--- config.mk ---
export PLATFORM = sky130hd
export DESIGN_NAME = l2d_req_stage
export DESIGN_NICKNAME = d
export VERILOG_FILES = /design/src/hdl/l2d_pkg.sv /design/src/hdl/l2d_req_stage.sv
export SDC_FILE = /design/constraint.sdc
export NUM_CORES = 1
export LEC_CHECK = 0
export BUFFER_PORTS_ARGS = -buffer_cell sky130_fd_sc_hd__buf_4
export CORE_AREA = 2 2 554 556
export DETAILED_ROUTE_END_ITERATION = 10
export DIE_AREA = 0 0 556 558
export SETUP_SLACK_MARGIN = 0.15
export SYNTH_ARGS = -nofsm -noshare
export SYNTH_HDL_FRONTEND = slang
export SYNTH_SLANG_ARGS = --single-unit
--- constraint.sdc ---
create_clock -name rclk -period 1.24 [get_ports rclk]
set_input_delay 0.124 -clock rclk [delete_from_list [all_inputs] [get_ports rclk]]
set_output_delay 0.124 -clock rclk [all_outputs]
set_load 0.01 [all_outputs]
--- src/hdl/l2d_pkg.sv ---
// Set index cut to 4 bits for simulation; check bits are carried as opaque data, never generated
`default_nettype none

package l2d_pkg;

   // Word and line geometry
   localparam int WORD_W       = 39;                     // 32 data + 7 check
   localparam int WORDS_PER_SB = 4;
   localparam int NUM_SB       = 4;
   localparam int SB_W         = WORD_W * WORDS_PER_SB;  // 156
   localparam int LINE_W       = SB_W * NUM_SB;          // 624

   // Array organisation
   localparam int NUM_WAYS     = 12;                     // One-hot way select
   localparam int WAY_W        = $clog2(NUM_WAYS);
   localparam int SET_W        = 4;
   localparam int NUM_SETS     = 1 << SET_W;

   localparam int ST_W         = 2 * WORD_W;             // Store doubleword, 78
   localparam int RD_LAT_SB    = 2;                      // Subbank c3 to c5

   // Word 0 in the low bits
   typedef logic [WORDS_PER_SB-1:0][WORD_W-1:0] l2d_subline_t;

   // Subbank 0 in the low bits
   typedef l2d_subline_t [NUM_SB-1:0] l2d_line_t;

   // Request from the tag side at c2
   typedef struct packed {
      logic [NUM_WAYS-1:0]            way_sel;     // Zero means no access
      logic                           rd_wr;       // 1 is a read
      logic [SET_W-1:0]               set;
      logic [NUM_SB-1:0]              col_offset;  // One bit per subbank
      logic [NUM_SB*WORDS_PER_SB-1:0] word_en;     // Four per subbank
      logic [ST_W-1:0]                stdecc;
      logic                           fill;        // Full line write from wr_line
      l2d_line_t                      wr_line;
   } l2d_req_t;

   // Controls for one subbank at c3
   typedef struct packed {
      logic                    en;
      logic                    wr_en;
      logic [SET_W-1:0]        set;
      logic [WAY_W-1:0]        way;
      logic [WORDS_PER_SB-1:0] word_en;
      l2d_subline_t            wdata;
   } l2d_sb_ctl_t;

endpackage

`default_nettype wire

--- src/hdl/l2d_req_stage.sv ---
// Way select must be zero or one-hot; a second set bit would merge way indices
`timescale 1ns/100ps
`default_nettype none

module l2d_req_stage import l2d_pkg::*; (
   input  wire                       rclk,
   input  wire                       rst_n,
   input  wire l2d_req_t             req,
   output l2d_sb_ctl_t [NUM_SB-1:0]  sb_ctl,
   output logic                      rd_c3,
   output logic [NUM_SB-1:0]         col_c3
);

   l2d_req_t         req_c3;     // Payload copy of the c2 request
   logic             vld_c3;     // Some way selected
   logic [WAY_W-1:0] way_c3;
   l2d_line_t        wline_c3;   // Write data per word

   always_ff @(posedge rclk) begin
      if (!rst_n) begin
         vld_c3 <= 1'b0;
      end else begin
         vld_c3 <= |req.way_sel;
      end
   end

   always_ff @(posedge rclk) begin
      req_c3 <= req;
   end

   // One-hot to index, OR of the set positions
   always_comb begin
      way_c3 = '0;
      for (int w = 0; w < NUM_WAYS; w++) begin
         if (req_c3.way_sel[w]) begin
            way_c3 = way_c3 | WAY_W'(w);
         end
      end
   end

   // Fill takes the line as is, a store replicates the doubleword
   always_comb begin
      for (int s = 0; s < NUM_SB; s++) begin
         for (int i = 0; i < WORDS_PER_SB; i++) begin
            if (req_c3.fill) begin
               wline_c3[s][i] = req_c3.wr_line[s][i];
            end else if (i % 2 == 0) begin
               // Subbank size is even so local parity matches line parity
               wline_c3[s][i] = req_c3.stdecc[ST_W-1 -: WORD_W];
            end else begin
               wline_c3[s][i] = req_c3.stdecc[WORD_W-1:0];
            end
         end
      end
   end

   always_comb begin
      for (int s = 0; s < NUM_SB; s++) begin
         sb_ctl[s].en      = vld_c3 & req_c3.col_offset[s];
         sb_ctl[s].wr_en   = vld_c3 & req_c3.col_offset[s] & ~req_c3.rd_wr;
         sb_ctl[s].set     = req_c3.set;
         sb_ctl[s].way     = way_c3;
         sb_ctl[s].word_en = req_c3.word_en[s*WORDS_PER_SB +: WORDS_PER_SB];
         sb_ctl[s].wdata   = wline_c3[s];
      end
   end

   assign rd_c3  = vld_c3 & req_c3.rd_wr;  // Read in flight for the read stage
   assign col_c3 = req_c3.col_offset;

endmodule

`default_nettype wire

==> run metrics, run 1 <==
total power=78.6 mW; VDD IR max=1.09 mV; clock share of power=41.2%; Data arrival, critical path=2310 ps; Clock Tree Buf Depth=4; H-tree depth=3; fin nets=6149; overall routing resource usage=15.8%; Synth cell types=15; fmax=0.412 GHz; worst hold slack=73.9 ps; final slew viol count=0; Internal Power=around 55 mW; HPWL Detailed=about 210 mm; vias per inst=3.15; Synth area leader=dfxtp_1; first-pass GRT wire length=319 mm; Worst-Margin Slew=552 ps; Cell Pwr Density=1160 nW/um^2; Detail Route Antenna Nets=0; switching share of power=30.0%; Setup Viol. Count Final=~690; port bufs=around 1400; largest net degree at the start of global routing=25; row count=203; Mapped Area=21600 sq um; CTS tree=done; via count=30000; Critical Path RT=1120 ps; grt total ovfl=0; Relative slew margins=between 60% and 70%; die height=558 um; sequential power share=approximately a third; initial antenna violation count=101; WS Path Type=reg2out; core area=305000 sq um; Syn Nets=3035; clock sink count=740; wire per inst=27.7 um; CTS buffer count=105; synth warn=0; full die area=310000 sq um; Post-Synthesis Cells=2293; Synth Area per Inst=~9.4 sq um; Total Routed Length=roughly 260 mm; failing checks=negative setup slack; vias in the first global route=31400; fin crit period=2430 ps; worst-path maximum fanout=8; detailed-route DRC error count=0; leak pwr=roughly 31 nW; combinational power share=around a quarter; final setup margin=-1190 ps; P_sw=23.6 mW; 1st-iter DRT viols=1871; Die W=556 um; drt pass-1 iters=5; crit share post-route=196%; post-synthesis sequential element count=740; CP endpoint kind=primary output; RSZ-0062 raised after global routing=true; hold crit path type=in2reg; share of cells above drive strength 1=51.8%; Filler cells=32000; Initial Utilization=7.10%; sequential share of the synthesized area=68.5%; Max-Cap Viols=0; status=complete, but fails checks; TNS Setup=-700590 ps; top post-synthesis cells by area=dfxtp_1 69%, nand2_1 22%, buf_6 3.0%; CTS Root Cell=clkbuf_16; Placer Congestion=0.934; Worst setup SP type=flip-flop; Ports=approximately 1400; clk slew on worst S/H paths=60 ps; area fraction of the dominant cell type after synthesis=68.5%; final hold violations=0; synthesis-to-layout area growth=214%
==> cell families (layout without fill, tap and decap cells) <==
group,Yosys count,after routing,synth area share [%]
simple gates,1347,1347,24.5
flops,740,740,68.5
buf+inv,205,3401,7.01
compound gates,1,1,0.0289
other cells,0,30,0
==> registers in the layout, summed over array words and instances, names as in the netlist <==
| register | cells |
|---|---|
| col_c3 | 4 |
| req_c3 | 715 |
| sb_ctl | 20 |
| vld_c3 | 1 |
==> layout by cell type, fill, tap and decap left out, drive strengths merged <==
cell type	instances
nand2b	78
diode	30
dlygate4sd3	1415
inv	18
clkinv	19
or4	1
nor4	5
clkbuf	147
nor2	3
dfxtp	740
and2	5
nor2b	4
a31oi	1
clkinvlp	8
nand2	1251
buf	1781
bufinv	13
==> through the flow <==
| stage | worst slack (ps) | utilization, % | cell area (sq um) | instances |
|---|---|---|---|---|
| 2_1_floorplan | 113 | - | 21900 | 2293 |
| 3_3_place_gp | -991 | 12.7 | 38700 | 7743 |
| 3_5_place_dp | -1020 | 12.7 | 38700 | 7743 |
| 4_1_cts | -1340 | 20.3 | 61800 | 9438 |
| 5_1_grt | -1320 | 22.3 | 67800 | 9504 |
| 6_report | -1190 | 22.3 | 67900 | 9516 |
==> layer usage <==
layer / vias up / part of all wire [%] / global-route usage (%)
met3: 502 / 11 / 6.38
met1: 14600 / 41 / 19.5
met5: - / 0.12 / 0.247
met2: 1670 / 44 / 24.6
li1: 13100 / - / -
met4: 40 / 4.8 / 5.89
==> worst max-delay path, cell delays in order, from the launching register on <==
cell      delay [ps]
dfxtp_4          370
buf_12           170
buf_16           170
buf_12           130
buf_16           120
nand2b_4         130
buf_12           170
nand2_2           60
buf_4            140
==> power by group through the flow <==
stage / logic (mW) / clock network (mW) / registers [mW]
floorplan: 3.01 / 0 / 25.8
global placement: 11.0 / 0 / 26.7
detailed placement: 11.0 / 0 / 26.6
CTS: 17.2 / 33.4 / 26.2
global route: 20.7 / 34.2 / 26.4
finish: 19.8 / 32.4 / 26.4
==> layout make-up <==
type                       count  area (sq um)  share of cell area [%]
sequential                   740         14800                    21.8
multi-input combinational   1348         11300                    16.7
clock buffer                 132          2870                    4.23
timing repair buffer        3211         33100                    48.7
clock inverter                57           714                    1.05
inverter                       1          3.75                 0.00553
tap                         3997          5000                    7.37
antenna                       30          75.1                   0.111
==> final timing paths <==
path	start	to	slack (ps)	cells past startpoint
max	req_c3[624]$_DFF_P_	sb_ctl[549]	-1190	8
min	req[193]	req_c3[193]$_DFF_P_	70	2
==> Yosys cell counts, drive strengths merged <==
cell type	count
a31oi	1
and2	5
buf	195
clkbuf	9
dfxtp	740
inv	1
nand2	1251
nand2b	78
nor2	3
nor2b	4
nor4	5
or4	1
==> repair_timing <==
item / CTS / global route
pin swaps: 46 / 108
resized for setup: 996 / 1352
endpoints found under the setup margin: 685 / 685
setup buffers: 64 / 33
hold buffers: 1415 / 0
cloned: 27 / 15
hold endpoints to repair: 740 / 0
Power figures use the tool's default switching activity.
==> run 2: changes to the inputs <==
--- a/config.mk
+++ b/config.mk
@@ -9,6 +9,7 @@
 export CORE_AREA = 2 2 554 556
 export DETAILED_ROUTE_END_ITERATION = 10
 export DIE_AREA = 0 0 556 558
+export MAX_ROUTING_LAYER = met4
 export SETUP_SLACK_MARGIN = 0.15
 export SYNTH_ARGS = -nofsm -noshare
 export SYNTH_HDL_FRONTEND = slang
==> constraint.sdc (replaced) <==
create_clock -name rclk -period 1.24 [get_ports rclk]
set_input_delay 0.372 -clock rclk [delete_from_list [all_inputs] [get_ports rclk]]
set_output_delay 0.372 -clock rclk [all_outputs]
set_load 0.01 [all_outputs]
==> run 2 against run 1 <==
Against the previous run: the flow still finishes with violations (negative setup slack); sequential power about the same; clock power fell by 8.3%; total power decreased by 8.5%; die area is the same; core utilization decreased by 3.7 points; critical path depth stayed put; via count decreased by 14%; count of clock-buffer cells in the layout down 9; critical path type unchanged; highest routed layer is now met4.
==> run metrics, run 2 (same netlist as run 1, synthesis figures left out) <==
drt pass-1 iters=5 (unchanged); overall routing resource usage=14.3% (-1.5 points); worst-path maximum fanout=8 (unchanged); Total Routed Length=229 mm (-13%); dpl ws=-1110 ps (-93.2 ps); placed insts=7728 (-0.19%); status=complete, but fails checks; Layout Cells excl Fill=8771 (-7.8%); initial antenna violation count=80 (-21%); final slew viol count=0 (unchanged); fmax=0.375 GHz (-8.8%); Max-Cap Viols=0 (unchanged); CTS tree=done; commonest non-fill, non-tap cell in the layout=buf_4; Clock Tree Buf Depth=4 (unchanged); Largest register FFs=715 (unchanged); WS Path Type=reg2out; HPWL Detailed=189 mm (-8.1%); clk slew on worst S/H paths=60 ps (about the same); fin nets=5396 (-12%); vias in the first global route=26900 (-14%); vias per inst=2.95 (-6.3%); final setup margin=-1420 ps (-235 ps); Cell Pwr Density=1270 nW/um^2 (+9.8%); VDD IR max=1.04 mV (-5.0%); Cell Area, Placed=40000 sq um (+3.4%); Placer Congestion=0.933 (-0.12%); Relative slew margins=58.8% (-4.4 points); Setup Viol. Count Final=685 (unchanged); wire per inst=26.1 um (-5.8%); core area=305000 sq um (unchanged); CP endpoint kind=primary output; worst hold slack=189 ps (+115 ps); Worst setup SP type=flip-flop; final instance area=56600 sq um (-17%); die height=558 um (unchanged); port bufs=1426 (unchanged); total power=71.9 mW (-8.5%); H-tree depth=3 (unchanged); largest net degree at the start of global routing=30 (+20%); detailed-route DRC error count=0 (unchanged); share of cells above drive strength 1=58.5% (+6.7 points); most flop-heavy register=req_c3; fin crit period=2660 ps (+235 ps); full die area=310000 sq um (unchanged); Critical Path RT=870 ps (-250 ps); leak pwr=26.1 nW (-16%); first-pass GRT wire length=278 mm (-13%); crit share post-route=215% (+19 points); CTS Root Cell=clkbuf_16; CTS buffer count=97 (-7.6%); final hold violations=0 (unchanged); Worst-Margin Slew=617 ps (+65.7 ps); clock sink count=740 (unchanged); Initial Utilization=7.10% (unchanged); Data arrival, critical path=2290 ps (-20 ps); RSZ-0062 raised after global routing=true; Die W=556 um (unchanged); most frequent cells in the layout=1218 x buf_4, 741 x dlygate4sd3_1, 739 x dfxtp_1; via count=25900 (-14%); grt total ovfl=0 (unchanged); hold crit path type=in2reg; Detail Route Antenna Nets=0 (unchanged); failing checks=negative setup slack; 1st-iter DRT viols=1431 (-24%); Ports=1427 (unchanged); synthesis-to-layout area growth=162%; row count=203 (unchanged)
## run 2: cell count changes in the layout (fill, tap and decap cells not counted), moves of 24 or more
cell,previous run,this run
nand2_4,542,205
buf_8,86,54
dlygate4sd3_1,1415,741
buf_4,979,1218
buf_6,537,292
nand2_8,54,30
nand2_2,199,566
## run 2: worst max-delay path, stage by stage (launching register included)
cell and delay [ps]:
dfxtp_4 360, buf_12 150, buf_16 170, buf_12 140, nand2b_4 140, buf_12 170, buf_12 120, nand2_8 60
buf_6 120
## run 2: final timing paths
kind | start | endpoint | slack, ps | depth (start not counted)
min | req[355] | req_c3[355]$_DFF_P_ | 190 | 2
max | req_c3[624]$_DFF_P_ | sb_ctl[38] | -1420 | 8
## run 2: power breakdown
part	switching (mW)	internal, mW	leakage (nW)	total, mW
registers	0.999	25.1	6.24	26.1
clock network	12.8	16.9	1.59	29.7
logic	7.92	8.26	18.2	16.2
## run 2: what timing repair did
action,in CTS,in global routing
endpoints found under the hold margin,740,0
setup buffers,36,24
resized for setup,384,752
gates cloned,13,10
hold buffers,741,0
pin swaps,15,48
setup endpoints to repair,685,685
## run 2: metrics by stage
step           util [%]  setup TNS (ps)
2_1_floorplan         -          -57940
3_3_place_gp       13.1         -375000
3_5_place_dp       13.1         -382270
4_1_cts            17.4         -966870
5_1_grt            18.6         -946890
6_report           18.6         -863190
## run 2: layout make-up
cell class	count	area, sq um
clock inverter	51	547
inverter	1	3.75
tap	3997	5000
fill	33100	248000
multi-input combinational	1348	9300
timing repair buffer	2466	24100
antenna	45	113
sequential	740	14800
clock buffer	123	2710
## run 2: layer usage
| layer | GRT usage, % | vias up | part of all wire, % |
|---|---|---|---|
| li1 | - | 11700 | - |
| met1 | 16.6 | 12400 | 39 |
| met2 | 21.6 | 1501 | 44 |
| met3 | 6.68 | 360 | 13 |
| met4 | 4.91 | 0 | 4.3 |
| met5 | - | - | 0 |
